--- config.mk ---
export PLATFORM = sky130hd
export DESIGN_NAME = rom_read_mux
export DESIGN_NICKNAME = d
export VERILOG_FILES = /design/src/rtl/rom_loader_pkg.sv /design/src/rtl/rom_read_mux.sv
export SDC_FILE = /design/constraint.sdc
export NUM_CORES = 1
export LEC_CHECK = 0
export BUFFER_PORTS_ARGS = -buffer_cell sky130_fd_sc_hd__buf_2
export CAP_MARGIN = 40
export CORE_MARGIN = 1
export CORE_UTILIZATION = 27
export DETAILED_ROUTE_END_ITERATION = 8
export PLACE_DENSITY = 0.8
export SLEW_MARGIN = 20
export SYNTH_ARGS = -nofsm -noshare
export SYNTH_HDL_FRONTEND = slang
export SYNTH_SLANG_ARGS = --single-unit
--- constraint.sdc ---
create_clock -name clk_sys -period 1.6 [get_ports clk_sys]
set_input_delay 0.32 -clock clk_sys [delete_from_list [all_inputs] [get_ports clk_sys]]
set_output_delay 0.32 -clock clk_sys [all_outputs]
set_load 0.005 [all_outputs]
--- src/rtl/rom_loader_pkg.sv ---
// Shared types and region layout helpers for the ROM loader, imported by the RTL and testbench
package rom_loader_pkg;

	// ####################################################################
	// Bank geometry
	// ####################################################################

	// Main program banks are word wide, sound banks are byte wide
	localparam int MAIN_BANKS = 4;
	localparam int SND_BANKS = 2;
	localparam int MAIN_DATA_W = 16;
	localparam int SND_DATA_W = 8;

	// Write target, main banks first so the bank index casts straight in
	typedef enum logic [2:0] {
		BANK_SYSTEM = 3'd0,
		BANK_ROM1 = 3'd1,
		BANK_ROM2 = 3'd2,
		BANK_SLAP = 3'd3,
		BANK_SND0 = 3'd4,
		BANK_SND1 = 3'd5,
		BANK_NONE = 3'd7
	} rom_bank_e;

	// One assembled write toward the bank array
	typedef struct packed {
		logic valid;
		rom_bank_e bank;
		logic [15:0] addr;   // Word index, high bits unused for small banks
		logic [15:0] data;   // Sound writes carry the byte in the low half
	} dl_write_t;

	// Board side read requests, selects active low
	typedef struct packed {
		logic [MAIN_BANKS-1:0] sel_n;
		logic [15:0] addr;
	} main_rd_t;

	typedef struct packed {
		logic [SND_BANKS-1:0] sel_n;
		logic [15:0] addr;
	} snd_rd_t;

	// ####################################################################
	// Download region layout
	// ####################################################################

	// Each main bank spans two bytes per word
	function automatic int unsigned main_bank_bytes(input int unsigned main_addr_w);
		return 32'd1 << (main_addr_w + 1);
	endfunction

	// Sound banks start right after the main region
	function automatic int unsigned main_region_bytes(input int unsigned main_addr_w);
		return MAIN_BANKS * main_bank_bytes(main_addr_w);
	endfunction

	function automatic int unsigned snd_bank_bytes(input int unsigned snd_addr_w);
		return 32'd1 << snd_addr_w;
	endfunction

	// First unmapped byte address
	function automatic int unsigned snd_region_end(input int unsigned main_addr_w,
			input int unsigned snd_addr_w);
		return main_region_bytes(main_addr_w) + SND_BANKS * snd_bank_bytes(snd_addr_w);
	endfunction

endpackage

--- src/rtl/rom_read_mux.sv ---
// Priority read mux turning the active-low bank selects into main and sound data words
`timescale 1ns/1ps

module rom_read_mux
	import rom_loader_pkg::*;
(
	input logic clk_sys,
	input logic rst_n,
	input logic [MAIN_BANKS-1:0] main_sel_n,
	input logic [SND_BANKS-1:0] snd_sel_n,
	input logic [MAIN_DATA_W-1:0] main_q [MAIN_BANKS],
	input logic [SND_DATA_W-1:0] snd_q [SND_BANKS],
	output logic [MAIN_DATA_W-1:0] main_data,
	output logic [SND_DATA_W-1:0] snd_data
);

	// Selects delayed to match the registered memory read
	logic [MAIN_BANKS-1:0] main_sel_q;
	logic [SND_BANKS-1:0] snd_sel_q;

	// ####################################################################
	// Select pipeline
	// ####################################################################

	// All ones means nothing selected, so outputs sit at zero after reset
	always_ff @(posedge clk_sys or negedge rst_n) begin
		if (!rst_n) begin
			main_sel_q <= '1;
			snd_sel_q <= '1;
		end else begin
			main_sel_q <= main_sel_n;
			snd_sel_q <= snd_sel_n;
		end
	end

	// ####################################################################
	// Priority selection
	// ####################################################################

	// Walk from the highest bank down
	// the lowest active select is applied last and wins
	always_comb begin
		main_data = '0;
		for (int i = MAIN_BANKS - 1; i >= 0; i--) begin
			if (!main_sel_q[i]) begin
				main_data = main_q[i];
			end
		end
	end

	// Same ordering for sound, snd0 ahead of snd1
	always_comb begin
		snd_data = '0;
		for (int i = SND_BANKS - 1; i >= 0; i--) begin
			if (!snd_sel_q[i]) begin
				snd_data = snd_q[i];
			end
		end
	end

endmodule

==> flow_summary.ini <==
[status]
outcome = finished with violations
violations = negative setup slack

[placed_design]
port_buffers = 111
dp_hpwl_um = 2500
dp.cells = 233
routabilityCongestion = 0.804

[final_layout]
n_antenna_cell = 0
postLayoutCoreUtil = 0.704
nets = 306
fin_cells = 244
drive_gt1_frac = 0.829
syn_to_final_growth_pct = 137

[floorplanning]
die_x_um = 52.0
pin_count = 112
placementRows = 17
initial_core_util = 0.296
fp.dieH_um = 52.0
core_um2 = 2280
dieArea_um2 = 2700

[global_route]
busiest_layer = met2
grt_max_degree = 10
use_met3 = 0.0439
grtUsageMet1 = 0.284
grt_overflow = 0
grt_pass1_vias = 1173
use_met2 = 0.481
antenna_found_initial = 0
gr-usage-all-layers = 0.256
grt_pass1_wl_um = 5020

[yosys]
yosys.area.top_type = dfstp_2
synth_cells = 94
synth_area_um2 = 674
ys.flop_type = dfstp_2
post_synth.cell_area_avg_um2 = 7.17
synthArstFlopShare = 1.00
ys_seq_elements = 6
ys.warnings.count = 0
synth-edff-count = 0
synth_commonest_cells = a21oi_1 (15), a22oi_1 (15), o22ai_1 (15)
ys_types = 19
synthTopCellsByArea = dfstp_2 (23%), a22oi_1 (17%), o22ai_1 (14%), a21oi_1 (11%), o21ai_0 (5.9%)
ys_seq_area_frac = 0.234
synth.top_cell.area_share = 0.234
syn-num-nets = 182

[timing]
final-hold-violation-count = 0
fmax_mhz = 553
max_slew_margin = 0.858
setup_tns_ps = -2560
rsz0062_at_grt = yes
fin_crit_sh = 1.13
period_minus_slack_ps = 1810
hold_slack_ps = 86.9
finalSetupViolations = 19
setup_ws_ps = -209
tightest_slew_ps = 212
drv_slew = 0

[cts]
hold_buffers = 0
htree_levels = 1
cts-root-buf = clkbuf_4
cts_buffer_depth = 2
cts_tree = built
cts_inserted_buffers = 3
clock-sinks = 6
clk_pin_slew_ps = 40

[setup_path]
cpPeakStageDelay_ps = 530
cp_max_fo = 5
cp.required_ps = 1280
critPathCaptureType = output port
crit_arrival_ps = 1490
start_kind = register
path_cells = nor2b_4 > buf_6 > a22oi_2 > a21oi_2 > buf_2
worst_path_max_delay_cell = dfstp_2
crit_type = register to output port

[flow_run]
drv_cap = 0

[power]
leakage_uw = 0.000832
p_per_area_nw_per_um2 = 449
vdd_drop_max_v = 0.000414

[route]
drt_iter0_drc = 24
ant_nets = 0
drt-vias-per-instance = 5.20
vias = 1268
firstDrtPassIters = 4
drcViolationCount = 0
wl_per_cell_um = 15.4
drt_wl_total_um = 3750

[min_path]
hold_class = input port to async pin
layout make-up:
class | count | area (µm²)
Clock buffer | 3 | 22.5
Fill cell | 201 | 674
Inverter | 9 | 33.8
Multi-Input combinational cell | 71 | 634
Sequential cell | 6 | 158
Tap cell | 28 | 35.0
Timing Repair Buffer | 127 | 718
where the power goes:
group          leakage, µW  internal (µW)  switching, µW
Clock            0.0000138           84.8           53.2
Combinational     0.000755            229            179
Sequential       0.0000631            166           6.83
Total             0.000832            480            239
metal layers:
layer	up-vias	share of wire
li1	602	-
met1	582	0.39
met2	82	0.52
met3	2	0.088
met4	0	0.0048
met5	-	0
cell usage in the layout (no fill, tap or decap), types with 2 or more instances in the layout:
cell and instances:
a22oi_2 10, a21oi_1 12, nand2_1 3, inv_1 9, clkbuf_4 3, buf_4 8, nand2_2 5, buf_2 111
dfstp_2 6, or2b_4 2, a21oi_2 3, o22ai_2 14, buf_6 6, nor2_1 2, o21ai_1 3, a22oi_1 5
o21ai_2 4
state kept, by name, indices dropped and copies added, names as in the netlist:
signal / count
snd_sel_q: 2
main_sel_q: 4
worst paths after layout:
check,from,end,slack (ps),cells after the start
max,main_sel_q[2],main_data[1],-210,5
min,rst_n,snd_sel_q[0],90,1
max in group asynchronous,rst_n,main_sel_q[3],1490,1
min in group clk_sys,snd_sel_n[1],snd_sel_q[1],180,1
per-stage QoR:
step / worst slack, ps / instance area (µm²) / total power (µW)
4_1_cts: -179 / 1490 / 682
6_report: -209 / 1600 / 719
2_1_floorplan: 155 / 674 / 296
3_3_place_gp: 55.5 / 1260 / 468
5_1_grt: -267 / 1600 / 761
3_5_place_dp: -13.6 / 1260 / 473
logic make-up (layout without fill, tap and decap cells):
logic type | after synthesis | after routing | share of synthesized area
AOI/OAI and AO/OA | 55 | 55 | 0.501
buffers and inverters | 18 | 139 | 0.152
DFF | 6 | 6 | 0.234
and+or+nand+nor | 15 | 16 | 0.113
worst max-delay path, delay by kind of cell, from the launching register on:
| family | cells | cell delay (ps) |
|---|---|---|
| compound gates | 2 | 220 |
| flops | 1 | 530 |
| buf+inv | 2 | 290 |
| simple gates | 1 | 210 |
timing repair:
item                       CTS  global route
setup endpoints to repair   23            24
buffers inserted             2             3
gates cloned                 3             0
gates resized for setup     40            22
pin swaps                   22            12
hold endpoints to repair     0             0
Note: power is estimated with default switching activity, not from simulation.
