**config.mk**
```make
export PLATFORM = sky130hd
export DESIGN_NAME = download_assembler
export DESIGN_NICKNAME = d
export VERILOG_FILES = /design/src/rtl/rom_loader_pkg.sv /design/src/rtl/download_assembler.sv
export SDC_FILE = /design/constraint.sdc
export NUM_CORES = 1
export LEC_CHECK = 0
export ABC_CLOCK_PERIOD_IN_PS = 2600
export BUFFER_PORTS_ARGS = -buffer_cell sky130_fd_sc_hd__buf_4
export CORE_AREA = 2 2 55 57
export CTS_CLUSTER_DIAMETER = 50
export DETAILED_ROUTE_END_ITERATION = 8
export DIE_AREA = 0 0 57 59
export PLACE_DENSITY = 0.81
export SKIP_CTS_REPAIR_TIMING = 1
export SLEW_MARGIN = 40
export SYNTH_ARGS = -nofsm -noshare
export SYNTH_HDL_FRONTEND = slang
export SYNTH_SLANG_ARGS = --single-unit
export TNS_END_PERCENT = 50
```
**constraint.sdc**
```tcl
create_clock -name clk_sys -period 2.6 [get_ports clk_sys]
set_clock_uncertainty 0.2 [all_clocks]
set_input_delay 0.26 -clock clk_sys [delete_from_list [all_inputs] [get_ports clk_sys]]
set_output_delay 0.26 -clock clk_sys [all_outputs]
set_load 0.02 [all_outputs]
```
**src/rtl/rom_loader_pkg.sv**
```systemverilog
// Shared types and region layout helpers for the ROM loader, imported by the RTL and testbench
package rom_loader_pkg;

	// ####################################################################
	// Bank geometry
	// ####################################################################

	// Main program banks are word wide, sound banks are byte wide
	localparam int MAIN_BANKS = 4;
	localparam int SND_BANKS = 2;
	localparam int MAIN_DATA_W = 16;
	localparam int SND_DATA_W = 8;

	// Write target, main banks first so the bank index casts straight in
	typedef enum logic [2:0] {
		BANK_SYSTEM = 3'd0,
		BANK_ROM1 = 3'd1,
		BANK_ROM2 = 3'd2,
		BANK_SLAP = 3'd3,
		BANK_SND0 = 3'd4,
		BANK_SND1 = 3'd5,
		BANK_NONE = 3'd7
	} rom_bank_e;

	// One assembled write toward the bank array
	typedef struct packed {
		logic valid;
		rom_bank_e bank;
		logic [15:0] addr;   // Word index, high bits unused for small banks
		logic [15:0] data;   // Sound writes carry the byte in the low half
	} dl_write_t;

	// Board side read requests, selects active low
	typedef struct packed {
		logic [MAIN_BANKS-1:0] sel_n;
		logic [15:0] addr;
	} main_rd_t;

	typedef struct packed {
		logic [SND_BANKS-1:0] sel_n;
		logic [15:0] addr;
	} snd_rd_t;

	// ####################################################################
	// Download region layout
	// ####################################################################

	// Each main bank spans two bytes per word
	function automatic int unsigned main_bank_bytes(input int unsigned main_addr_w);
		return 32'd1 << (main_addr_w + 1);
	endfunction

	// Sound banks start right after the main region
	function automatic int unsigned main_region_bytes(input int unsigned main_addr_w);
		return MAIN_BANKS * main_bank_bytes(main_addr_w);
	endfunction

	function automatic int unsigned snd_bank_bytes(input int unsigned snd_addr_w);
		return 32'd1 << snd_addr_w;
	endfunction

	// First unmapped byte address
	function automatic int unsigned snd_region_end(input int unsigned main_addr_w,
			input int unsigned snd_addr_w);
		return main_region_bytes(main_addr_w) + SND_BANKS * snd_bank_bytes(snd_addr_w);
	endfunction

endpackage

```
**src/rtl/download_assembler.sv**
```systemverilog
// Four-phase download receiver that pairs bytes into words and decodes the target bank
`timescale 1ns/1ps

module download_assembler
	import rom_loader_pkg::*;
#(
	parameter int DL_ADDR_W = 12,
	parameter int MAIN_ADDR_W = 6,
	parameter int SND_ADDR_W = 7
) (
	input logic clk_sys,
	input logic rst_n,
	input logic dl_req,
	input logic [DL_ADDR_W-1:0] dl_addr,
	input logic [7:0] dl_byte,
	output logic dl_ack,
	output dl_write_t wr
);

	// Region boundaries in byte addresses
	localparam int unsigned SND_BASE = main_region_bytes(MAIN_ADDR_W);
	localparam int unsigned SND_END = snd_region_end(MAIN_ADDR_W, SND_ADDR_W);

	logic [31:0] byte_addr;
	logic [31:0] snd_off;
	logic is_main;
	logic is_snd;
	logic accept;
	rom_bank_e dec_bank;
	logic [15:0] dec_addr;
	logic dec_en;
	logic [7:0] prev_byte;
	logic wr_valid;
	rom_bank_e wr_bank;
	logic [15:0] wr_addr;
	logic [15:0] wr_data;

	// ####################################################################
	// Address decode
	// ####################################################################

	assign byte_addr = 32'(dl_addr);
	assign snd_off = byte_addr - SND_BASE;
	assign is_main = byte_addr < SND_BASE;
	assign is_snd = !is_main && (byte_addr < SND_END);

	always_comb begin
		// Unmapped by default, nothing gets written
		dec_bank = BANK_NONE;
		dec_addr = '0;
		dec_en = 1'b0;
		if (is_main) begin
			// Two bits above the in-bank byte offset pick the main bank
			dec_bank = rom_bank_e'({1'b0, byte_addr[MAIN_ADDR_W+2 -: 2]});
			dec_addr = 16'(byte_addr[MAIN_ADDR_W:1]);
			// Word completes on the odd byte
			dec_en = byte_addr[0];
		end else if (is_snd) begin
			dec_bank = rom_bank_e'({2'b10, snd_off[SND_ADDR_W]});
			dec_addr = 16'(snd_off[SND_ADDR_W-1:0]);
			dec_en = 1'b1;
		end
	end

	// ####################################################################
	// Handshake and write issue
	// ####################################################################

	// New request seen while the ack is still low
	assign accept = dl_req && !dl_ack;

	always_ff @(posedge clk_sys or negedge rst_n) begin
		if (!rst_n) begin
			dl_ack <= 1'b0;
			wr_valid <= 1'b0;
		end else begin
			// Write pulse lines up with the rising ack
			wr_valid <= accept && dec_en;
			if (accept) begin
				dl_ack <= 1'b1;
			end else if (!dl_req) begin
				dl_ack <= 1'b0;
			end
		end
	end

	// Payload side, captured on every accepted byte
	always_ff @(posedge clk_sys) begin
		if (accept) begin
			prev_byte <= dl_byte;
			wr_bank <= dec_bank;
			wr_addr <= dec_addr;
			// Earlier byte of the pair lands in the high half
			wr_data <= is_snd ? {8'h00, dl_byte} : {prev_byte, dl_byte};
		end
	end

	assign wr = '{valid: wr_valid, bank: wr_bank, addr: wr_addr, data: wr_data};

endmodule

```
==> results of run 1 <==
cell families (layout without fill, tap and decap cells):
family,after synthesis,in the layout
AOI/OAI and AO/OA,8,8
and+or+nand+nor,28,28
buffers and inverters,14,67
DFF,28,28
other,1,9
state kept, by name (all words and copies together) (netlist names):
signal,flops
dl_ack,1
wr_valid,1
wr_bank,3
wr_data,16
wr_addr,7
layout by cell type (no fill, tap or decap), drive strengths merged:
cell type / instances
buf: 51
edfxtp: 26
dlygate4sd3: 11
conb: 9
nand2b: 8
nor2b: 8
nand3b: 6
a21oi: 6
clkbuf: 4
or3: 2
dfrtp: 2
or2: 1
a211o: 1
inv: 1
nor2: 1
a2111oi: 1
nor4b: 1
and2: 1
layout make-up:
type / count / area [sq um]
inverter: 1 / 3.75
tap: 31 / 38.8
timing repair buffer: 62 / 493
multi-input combinational: 45 / 288
sequential: 28 / 831
fill: 211 / 1030
clock buffer: 4 / 26.3
cells in the mapped netlist (all sizes together):
cell,number
edfxtp,26
a21oi,6
nor4b,1
a211o,1
buf,10
conb,1
clkbuf,3
nor2b,8
nand3b,6
or3,2
nand2b,8
nor2,1
inv,1
a2111oi,1
dfrtp,2
or2,1
and2,1
layer usage:
metal,global-route usage [%],wire length [microns]
met5,0,0
met4,9.63,99
met3,1.75,113
met2,24.0,1240
met1,14.0,804
report_power, final:
group	total, W	switching (W)	internal (W)
logic	0.000135	0.0000707	0.0000646
clock network	0.000180	0.000120	0.0000602
registers	0.000518	0.00000616	0.000512
metrics by stage:
stage	setup WS (ns)	total power, W	instances	cell area, sq um	hold WS [ns]
2_1_floorplan	0.388	0.000599	87	1210	-0.236
5_1_grt	0.637	0.000859	171	1680	0.0173
3_3_place_gp	0.939	0.000648	156	1540	-0.158
4_1_cts	0.895	0.000827	160	1570	-0.527
3_5_place_dp	0.894	0.000651	156	1540	-0.156
6_report	0.717	0.000833	171	1680	0.0221
final timing paths:
check                                    from                  endpoint  cells after the start
setup / recovery                       dl_req      wr_addr[1]$_DFFE_PP_                      5
hold / removal                          rst_n        wr_valid$_DFF_PN0_                      2
setup reg to reg           dl_ack$_DFFE_PN0P_      wr_addr[1]$_DFFE_PP_                      2
hold reg to reg            dl_ack$_DFFE_PN0P_        wr_valid$_DFF_PN0_                      1
max in group asynchronous               rst_n        dl_ack$_DFFE_PN0P_                      2
min in group clk_sys               dl_addr[6]  wr_addr[6]$_SDFFCE_PP0P_                      2
==> metrics.md, run 1 <==
| Metric | Value |
|---|---|
| Via density per instance | roughly 4.5 |
| Clk buf depth | 2 |
| Critical-path top delay cell | dlygate4sd3_1 |
| Gpl congestion | about 0.74 |
| Mapped Cells | between 70 and 80 |
| Row cnt | 19 |
| Top-level I/O count | 60 |
| Post-route setup TNS | 0 ns |
| Post-Synth Adder-Cell Area | 0% |
| # clock sinks | 28 |
| Initial antenna violation count | 0 |
| Largest net degree at the start of global routing | 18 |
| Xor and xnor area share after synthesis | 0% |
| Die Y | 59 microns |
| Final Net Count | roughly 160 |
| Antenna Nets Post-Route | 0 |
| Max_slew headroom | between 60% and 70% |
| Simple-gate area share of the yosys netlist | around 17% |
| 1st-iter DRT viols | 9 |
| Post-synthesis compound-gate area fraction | under 10% |
| Clk_lat worst skew | about 0.32 ns |
| RSZ-0062 raised after global routing | false |
| WP buf/inv | 4 |
| Core area | between 0.002 and 0.003 sq mm |
| Largest family of logic cells by synthesized area | simple AND/OR/NAND/NOR gates |
| Inserted Diodes | 0 |
| Root buffer cell | clkbuf_4 |
| Top cells by area, synth | edfxtp_1 66%, buf_4 6.4%, dfrtp_1 4.3% |
| IR Drop Worst-Case VDD | around 0.00042 V |
| Outcome | finished clean |
| Min Tclk post-route | around 1.9 ns |
| Layout Utilization | between 60% and 70% |
| GRT Total Usage | between 10% and 20% |
| Yosys top cell area share | 66.4% |
| Worst EP required | approximately 2.4 ns |
| DR vias | roughly 780 |
| Clock slew seen by the registers of the worst setup and hold paths | between 0.1 and 0.15 ns |
| Warnings, synthesis | 0 |
| CP top delay family | buffers and inverters |
| Max incr delay on CP | about 0.53 ns |
| Number of global-route vias before repair | ~710 |
| Multiplexer share of the synthesized area | 0% |
| Total Routed Length | between 2000 and 2500 microns |
| Initial Util | a little over two fifths |
| Crit Path Category | in -> reg |
| Synth area leader | edfxtp_1 |
| Worst-margin pin slew | ~0.54 ns |
| Syn_area_per_cell | between 10 and 15 sq um |
| Max-cap violations | 0 |
| Grt total ovfl | 0 |
| H-tree depth | 1 |
| Slew Viols, Final | 0 |
| Die width | between 50 and 60 microns |
| Critical path arrival | approximately 1.7 ns |
| Wire per inst | 13.2 microns |
| Cell area after synthesis | roughly 0.0012 sq mm |
| Layout cells sized above 1 | around 40% |
| Leak | between 0.6 and 0.7 nW |
| FF-to-FF setup slack | about 0.9 ns |
| Most used cell, CP | buf_4 |
| Critical path fanouts, max | 15 |
| Final Hold Vio Count | 0 |
| Port bufs | 50 |
| TritonCTS clock tree | built |
| Worst Hold Class | in -> async |
| Layout area overhead | 42.9% |
| Die ar. | roughly 0.0034 sq mm |
| Worst Setup End Kind | register |
| Maximum clock rate | around 530 MHz |
| Tcrit/Tclk final | slightly above 70% |
| Sequential element share of the synthesized area | just over 70% |
| Library cells used by synthesis | 17 |
| PD cells | ~500 mW/mm^2 |
| Crit-path cells | dlygate4sd3_1, buf_4, inv_1, nor2_2, buf_4 |
| DRC viols | 0 |
| # setup viols final | 0 |
| TritonCTS Buffers | 3 |
| Count of state elements after synthesis | 28 |
| Critical Path Source Type | input pin |
| First-pass GRT wire length | between 3000 and 4000 microns |
| Drt pass-1 iters | 4 |
(Power assumes the default switching activity.)
==> run 2, diff against run 1 <==
--- a/config.mk
+++ b/config.mk
@@ -5,13 +5,14 @@
 export SDC_FILE = /design/constraint.sdc
 export NUM_CORES = 1
 export LEC_CHECK = 0
-export ABC_CLOCK_PERIOD_IN_PS = 2600
+export ABC_AREA = 1
+export ABC_CLOCK_PERIOD_IN_PS = 1750
 export BUFFER_PORTS_ARGS = -buffer_cell sky130_fd_sc_hd__buf_4
 export CORE_AREA = 2 2 55 57
 export CTS_CLUSTER_DIAMETER = 50
 export DETAILED_ROUTE_END_ITERATION = 8
 export DIE_AREA = 0 0 57 59
-export PLACE_DENSITY = 0.81
+export PLACE_DENSITY = 0.8
 export SKIP_CTS_REPAIR_TIMING = 1
 export SLEW_MARGIN = 40
 export SYNTH_ARGS = -nofsm -noshare
==> constraint.sdc (replaced) <==
create_clock -name clk_sys -period 1.75 [get_ports clk_sys]
set_clock_uncertainty 0.2 [all_clocks]
set_input_delay 0.175 -clock clk_sys [delete_from_list [all_inputs] [get_ports clk_sys]]
set_output_delay 0.175 -clock clk_sys [all_outputs]
set_load 0.02 [all_outputs]
==> run 2 against run 1 <==
  * The flow now finishes with violations (negative setup slack)
  * Via count up 17%
  * Die area unchanged
  * Clock power up 140%
  * Sequential power up 49%
  * Critical path depth up 1
  * Critical path type unchanged
==> metrics.md, run 2 <==
| Metric | Value |
|---|---|
| Sequential element share of the synthesized area | 72.0% (was 70.6%) |
| Simple-gate area share of the yosys netlist | 15.1% (was 16.8%) |
| Worst Setup End Kind | register (unchanged) |
| DRC viols | 0 (unchanged) |
| Largest family of logic cells by synthesized area | simple AND/OR/NAND/NOR gates (unchanged) |
| TritonCTS clock tree | built (unchanged) |
| First-pass GRT wire length | 3420 microns (was 3250 microns) |
| R2r startpoint | dl_ack$_DFFE_PN0P_ (unchanged) |
| Clk buf depth | 2 (unchanged) |
| Setup ws final | -0.0424 ns (was 0.717 ns) |
| Library cells used by synthesis | 17 (unchanged) |
| Min-delay src | dl_addr[1] |
| Count leader, synth | edfxtp_1 (unchanged) |
| Top Registers | wr_data (16), wr_addr (7), wr_bank (3) (unchanged) |
| Most common library cell in the layout ignoring fill and taps | buf_4 (unchanged) |
| IR Drop Worst-Case VDD | 0.000534 V (was 0.000421 V) |
| Leak | 0.836 nW (was 0.690 nW) |
| Critical-path top delay cell | dlygate4sd3_1 (unchanged) |
| DP Worst Slack | 0.327 ns (was 0.894 ns) |
| Top cells by area, synth | edfxtp_1 68%, buf_4 6.5%, nand2_1 5.9% (was edfxtp_1 66%, buf_4 6.4%, dfrtp_1 4.3%) |
| Largest net degree at the start of global routing | 28 (was 18) |
| Count of state elements after synthesis | 28 (unchanged) |
| FF-to-FF setup slack | 0.34 ns (was 0.92 ns) |
| Row cnt | 19 (unchanged) |
| Top FF cell, synth | edfxtp_1 (unchanged) |
| Wire per inst | 13.4 microns (was 13.2 microns) |
| Most used cell, CP | dlygate4sd3_1 (was buf_4) |
| # setup viols final | 2 (was 0) |
| Initial antenna violation count | 0 (unchanged) |
| Warnings, synthesis | 0 (unchanged) |
| Hold Path Depth | 3 |
| Core area | 0.00271 sq mm (unchanged) |
| Post-synthesis compound-gate area fraction | 0.434% (was 4.57%) |
| H-tree depth | 1 (unchanged) |
| Gpl congestion | 0.687 (was 0.742) |
| Synth area leader | edfxtp_1 (unchanged) |
| Critical path arrival | 1.80 ns (was 1.72 ns) |
| # clock sinks | 28 (unchanged) |
| Via density per instance | 4.69 (was 4.55) |
| Critical Path Source Type | input pin (unchanged) |
| DP Wirelength | 1590 microns |
| Hold_ws | 0.0126 ns (was 0.0221 ns) |
| PD cells | 795 mW/mm^2 (was 496 mW/mm^2) |
| Post-route setup TNS | -0.0458 ns (was 0 ns) |
| Max-cap violations | 0 (unchanged) |
| Multiplexer share of the synthesized area | 0% (unchanged) |
| Most frequent cells in the layout | 51 x buf_4, 26 x edfxtp_1, 22 x dlygate4sd3_1 (was 51 x buf_4, 26 x edfxtp_1, 11 x dlygate4sd3_1) |
| Min Tclk post-route | 1.79 ns |
| Final Net Count | 187 (was 164) |
| Yosys top cell area share | 67.7% (was 66.4%) |
| Drt pass-1 iters | 4 (unchanged) |
| Largest register FFs | 16 (unchanged) |
| Most flops, register | wr_data (unchanged) |
| Inserted Diodes | 0 (unchanged) |
| Total power | 0.00142 W (was 0.000833 W) |
| WHS Endpoint | wr_addr[0]$_DFFE_PP_ |
| Worst EP required | 1.76 ns (was 2.44 ns) |
| Critical path fanouts, max | 8 (was 15) |
| GRT Total Usage | 13.8% (was 13.2%) |
| Max incr delay on CP | 0.57 ns (was 0.53 ns) |
| DR vias | 909 (was 778) |
| Clk_lat worst skew | 0.33 ns (was 0.32 ns) |
| Die Y | 59 microns (unchanged) |
| Die width | 57 microns (unchanged) |
| Total Routed Length | 2610 microns (was 2250 microns) |
| Outcome | complete, but fails checks (was finished clean) |
| Clock slew seen by the registers of the worst setup and hold paths | 0.15 ns (was 0.13 ns) |
| Antenna Nets Post-Route | 0 (unchanged) |
| Failing checks | negative setup slack |
| Xor and xnor area share after synthesis | 0% (unchanged) |
| Layout area overhead | 55.2% (was 42.9%) |
| Worst Hold Class | in -> reg (was in -> async) |
| Maximum clock rate | between 500 and 600 MHz |
| Post-Synth Adder-Cell Area | 0% (unchanged) |
| Number of synthesized flops with an enable pin | 26 (unchanged) |
| Crit-path cells | dlygate4sd3_1, buf_4, inv_2, nand4_1, nand2_1, dlygate4sd3_1 (was dlygate4sd3_1, buf_4, inv_1, nor2_2, buf_4) |
| Synth top cells by count | 26 x edfxtp_1, 18 x nand2_1, 11 x inv_1 (was 26 x edfxtp_1, 10 x buf_4, 8 x nand2b_1, 8 x nor2b_1) |
| Top-level I/O count | 60 (unchanged) |
| Port bufs | 50 (unchanged) |
| Crit Path Category | in -> reg (unchanged) |
| Cell area after synthesis | 0.00115 sq mm (was 0.00118 sq mm) |
| TritonCTS Buffers | 3 (unchanged) |
| Fillcell total | 188 (was 211) |
| Number of global-route vias before repair | 780 (was 714) |
| Initial Util | 42.6% (was 43.4%) |
| Die ar. | 0.00336 sq mm (unchanged) |
| Grt total ovfl | 0 (unchanged) |
| Syn_area_per_cell | 12.7 sq um (was 14.9 sq um) |
| Asr flop ratio synth | 7.14% (unchanged) |
| Reg2reg end | wr_valid$_DFF_PN0_ (was wr_addr[1]$_DFFE_PP_) |
| 1st-iter DRT viols | 36 (was 9) |
| Root buffer cell | clkbuf_4 (unchanged) |
| Slew Viols, Final | 0 (unchanged) |
| Mapped Cells | 91 (was 79) |
| Tcrit/Tclk final | 102% |
| Layout cells sized above 1 | 36.2% (was 40.7%) |
| Cells on worst reg2reg path | 4 (was 2) |
| Final Hold Vio Count | 0 (unchanged) |
## run 2: cell types whose count changed in the layout (fill, tap and decap cells not counted), moves of 2 or more
| cell | before | now |
|---|---|---|
| or3_1 | 2 | 0 |
| nor2_4 | 0 | 2 |
| nand3_1 | 0 | 6 |
| dlygate4sd3_1 | 11 | 22 |
| inv_1 | 1 | 11 |
| nor2b_1 | 8 | 0 |
| a21oi_1 | 6 | 0 |
| nand4_1 | 0 | 6 |
| nand2b_1 | 8 | 0 |
| nand3b_1 | 6 | 0 |
| nor2_1 | 0 | 2 |
| nand2_1 | 0 | 18 |
## run 2: cell type report
type / count / area, sq um / share of cell area (%)
Sequential cell: 28 / 831 / 46.4
Timing Repair Buffer: 73 / 603 / 33.7
Multi-Input combinational cell: 46 / 220 / 12.3
Inverter: 12 / 45.0 / 2.52
Tap cell: 31 / 38.8 / 2.17
Clock inverter: 1 / 30.0 / 1.68
Clock buffer: 3 / 22.5 / 1.26
## run 2: kinds of logic after synthesis
family	after synthesis
and+or+nand+nor	36
DFF	28
buffers and inverters	25
AOI/OAI and AO/OA	1
other	1
## run 2: per-layer routing
metal | global-route usage, % | vias to the layer above | wire length, microns
met5 | 0 | - | 0
met4 | 10.3 | 0 | 104
met3 | 3.28 | 10 | 235
met2 | 24.3 | 55 | 1280
met1 | 14.4 | 415 | 982
li1 | - | 429 | -
## run 2: worst max path at each step
| stage | end | start | depth (start not counted) |
|---|---|---|---|
| floorplan | wr_addr[0]$_DFFE_PP_ | dl_ack$_DFFE_PN0P_ | 1 |
| global placement | wr_data[14]$_SDFFCE_PP0P_ | dl_addr[11] | 5 |
| detailed placement | wr_data[14]$_SDFFCE_PP0P_ | dl_addr[11] | 5 |
| CTS | wr_valid$_DFF_PN0_ | dl_ack$_DFFE_PN0P_ | 4 |
| global route | wr_addr[3]$_DFFE_PP_ | dl_addr[8] | 6 |
| finish | wr_addr[3]$_DFFE_PP_ | dl_addr[8] | 6 |
## run 2: through the flow
step / std cells / util [%] / instance area (sq um)
6_report: 194 / 66.1 / 1790
3_5_place_dp: 168 / 56.0 / 1520
5_1_grt: 194 / 66.1 / 1790
3_3_place_gp: 168 / 56.0 / 1520
2_1_floorplan: 99 / - / 1190
4_1_cts: 172 / 57.9 / 1570
## run 2: critical path: cells and delay by family
kind / cells / cell delay, ns
buffers and inverters: 4 / 1.42
AND/OR/NAND/NOR: 2 / 0.20
## run 2: where the power goes
| group | internal [W] | switching [W] |
|---|---|---|
| registers | 0.000761 | 0.0000103 |
| logic | 0.000104 | 0.000117 |
| clock network | 0.000232 | 0.000199 |
| total | 0.00110 | 0.000326 |
==> run 3, diff against run 2 <==
--- a/config.mk
+++ b/config.mk
@@ -6,13 +6,13 @@
 export NUM_CORES = 1
 export LEC_CHECK = 0
 export ABC_AREA = 1
-export ABC_CLOCK_PERIOD_IN_PS = 1750
+export ABC_CLOCK_PERIOD_IN_PS = 1600
 export BUFFER_PORTS_ARGS = -buffer_cell sky130_fd_sc_hd__buf_4
-export CORE_AREA = 2 2 55 57
+export CORE_AREA = 2 2 58 60
 export CTS_CLUSTER_DIAMETER = 50
 export DETAILED_ROUTE_END_ITERATION = 8
-export DIE_AREA = 0 0 57 59
-export PLACE_DENSITY = 0.8
+export DIE_AREA = 0 0 60 62
+export PLACE_DENSITY = 0.74
 export SKIP_CTS_REPAIR_TIMING = 1
 export SLEW_MARGIN = 40
 export SYNTH_ARGS = -nofsm -noshare
==> constraint.sdc (replaced) <==
create_clock -name clk_sys -period 1.6 [get_ports clk_sys]
set_clock_uncertainty 0.2 [all_clocks]
set_input_delay 0.16 -clock clk_sys [delete_from_list [all_inputs] [get_ports clk_sys]]
set_output_delay 0.16 -clock clk_sys [all_outputs]
set_load 0.02 [all_outputs]
==> run 3 against run 2 <==
  * The run now ends clean
  * Critical path depth is the same
  * Combinational power grew 11%
  * Flip-flop and latch count unchanged
  * Cell area up 2.7%
  * Largest power group unchanged
  * Wire length fell by 9.5%
  * Global-route usage down 2.2 points
  * Total power rose by 7.6%
  * Non-clock buffer count rose by 2
  * Largest cell class unchanged
  * First-iteration DRC count decreased by 22%
  * Sequential share of layout area is 1.2 points lower
  * Via count fell by 4.3%
==> metrics.md, run 3 (synthesized netlist as in run 2, its figures left out) <==
| Metric | Value |
|---|---|
| Maximum clock rate | around 700 MHz |
| Row cnt | 21 (was 19) |
| DRC viols | 0 (unchanged) |
| Antenna Nets Post-Route | 0 (unchanged) |
| Final Net Count | 189 (was 187) |
| Most frequent cells in the layout | 51 x buf_4, 26 x edfxtp_1, 23 x dlygate4sd3_1 (was 51 x buf_4, 26 x edfxtp_1, 22 x dlygate4sd3_1) |
| DP Wirelength | 1720 microns (was 1590 microns) |
| Wire per inst | 11.2 microns (was 13.4 microns) |
| CP top delay family | buffers and inverters (unchanged) |
| Port bufs | 50 (unchanged) |
| Top Registers | wr_data (16), wr_addr (7), wr_bank (3) (unchanged) |
| Worst Setup End Kind | register (unchanged) |
| Outcome | finished clean (was complete, but fails checks) |
| Leak | 0.843 nW (was 0.836 nW) |
| First-pass GRT wire length | 3170 microns (was 3420 microns) |
| Clock slew seen by the registers of the worst setup and hold paths | 0.13 ns (was 0.15 ns) |
| 1st-iter DRT viols | 28 (was 36) |
| Critical Path Source Type | input pin (unchanged) |
| Critical-path top delay cell | dlygate4sd3_1 (unchanged) |
| Post-route setup TNS | 0 ns (was -0.0458 ns) |
| RSZ-0062 raised after global routing | false |
| Critical path fanouts, max | 9 (was 8) |
| DR vias | 870 (was 909) |
| IR Drop Worst-Case VDD | 0.000352 V (was 0.000534 V) |
| Largest register FFs | 16 (unchanged) |
| Die width | 60 microns (was 57 microns) |
| Gpl congestion | 0.827 (was 0.687) |
| Most flops, register | wr_data (unchanged) |
| Root buffer cell | clkbuf_4 (unchanged) |
| Crit Path Category | in -> reg (unchanged) |
| Inserted Diodes | 0 (unchanged) |
| Clk_lat worst skew | 0.31 ns (was 0.33 ns) |
| H-tree depth | 1 (unchanged) |
| FF-to-FF setup slack | 0.38 ns (was 0.34 ns) |
| Tcrit/Tclk final | about 89% |
| Worst EP required | 1.49 ns (was 1.76 ns) |
| Via density per instance | 4.12 (was 4.69) |
| Critical path arrival | 1.31 ns (was 1.80 ns) |
| # clock sinks | 28 (unchanged) |
| Number of global-route vias before repair | 750 (was 780) |
| Drt pass-1 iters | 4 (unchanged) |
| Largest net degree at the start of global routing | 28 (unchanged) |
| Grt total ovfl | 0 (unchanged) |
| Crit-path cells | dlygate4sd3_1, buf_4, inv_2, nand3_2, nand2_1, inv_1 (was dlygate4sd3_1, buf_4, inv_2, nand4_1, nand2_1, dlygate4sd3_1) |
| GRT Total Usage | 11.6% (was 13.8%) |
| TritonCTS Buffers | 3 (unchanged) |
| Final Hold Vio Count | 0 (unchanged) |
| Max-cap violations | 0 (unchanged) |
| Worst Hold Class | in -> reg (unchanged) |
| TritonCTS clock tree | built (unchanged) |
| Min Tclk post-route | between 1 and 1.5 ns |
| PD cells | 833 mW/mm^2 (was 795 mW/mm^2) |
| Die Y | 62 microns (was 59 microns) |
| Layout cells sized above 1 | 36.4% (was 36.2%) |
| Initial Util | 36.3% (was 42.6%) |
| Most common library cell in the layout ignoring fill and taps | buf_4 (unchanged) |
| Initial antenna violation count | 0 (unchanged) |
| Max incr delay on CP | 0.53 ns (was 0.57 ns) |
| Core area | 0.00318 sq mm (was 0.00271 sq mm) |
| Die ar. | 0.00372 sq mm (was 0.00336 sq mm) |
| Setup ws final | 0.175 ns (was -0.0424 ns) |
| # setup viols final | 0 (was 2) |
| WP buf/inv | 4 (unchanged) |
| DP Worst Slack | 0.374 ns (was 0.327 ns) |
| Hold_ws | 0.302 ns (was 0.0126 ns) |
| Slew Viols, Final | 0 (unchanged) |
| Top-level I/O count | 60 (unchanged) |
| Total Routed Length | 2360 microns (was 2610 microns) |
| Layout area overhead | 59.4% (was 55.2%) |
| Clk buf depth | 2 (unchanged) |
## run 3: worst reg2reg max path, cell delays in order (launching register included)
cell     delay (ns)
dfrtp_1        0.43
nor2_4         0.13
buf_12         0.19
## run 3: path summary, 6_finish.rpt
check | cells after the start | from | endpoint
worst max-delay path | 6 | dl_addr[8] | wr_data[10]$_SDFFCE_PP0P_
worst min-delay path | 2 | dl_req | dl_ack$_DFFE_PN0P_
worst max register to register | 2 | dl_ack$_DFFE_PN0P_ | wr_data[9]$_SDFFCE_PP0P_
worst min register to register | 2 | wr_data[4]$_DFFE_PP_ | wr_data[12]$_SDFFCE_PP0P_
max in group asynchronous | 3 | rst_n | dl_ack$_DFFE_PN0P_
min in group asynchronous | 3 | rst_n | wr_valid$_DFF_PN0_
## run 3: through the flow
step,std cells,total power [W],instance area [sq um],util [%]
after detailed placement,184,0.00106,1560,49.0
final,211,0.00153,1840,57.9
after global routing,211,0.00162,1840,57.9
after global placement,184,0.00105,1560,49.0
after CTS,188,0.00150,1610,50.6
after floorplan,99,0.000976,1190,-
## run 3: power breakdown
group          internal (W)  switching (W)
registers          0.000833      0.0000112
clock network      0.000253       0.000190
logic              0.000120       0.000124
total               0.00121       0.000325
## run 3: routing by layer
layer	up-vias	global-route usage [%]	share of wire (%)
met1	388	12.7	38
met5	-	0	0
met4	0	5.08	0.30
li1	433	-	-
met3	2	2.48	6.7
met2	47	21.6	55
## run 3: layout make-up
| class | instances | area [sq um] |
|---|---|---|
| Clock buffer | 3 | 22.5 |
| Clock inverter | 1 | 30.0 |
| Fill cell | 273 | 1340 |
| Inverter | 12 | 45.0 |
| Multi-Input combinational cell | 46 | 220 |
| Sequential cell | 28 | 831 |
| Tap cell | 46 | 57.6 |
| Timing Repair Buffer | 75 | 633 |
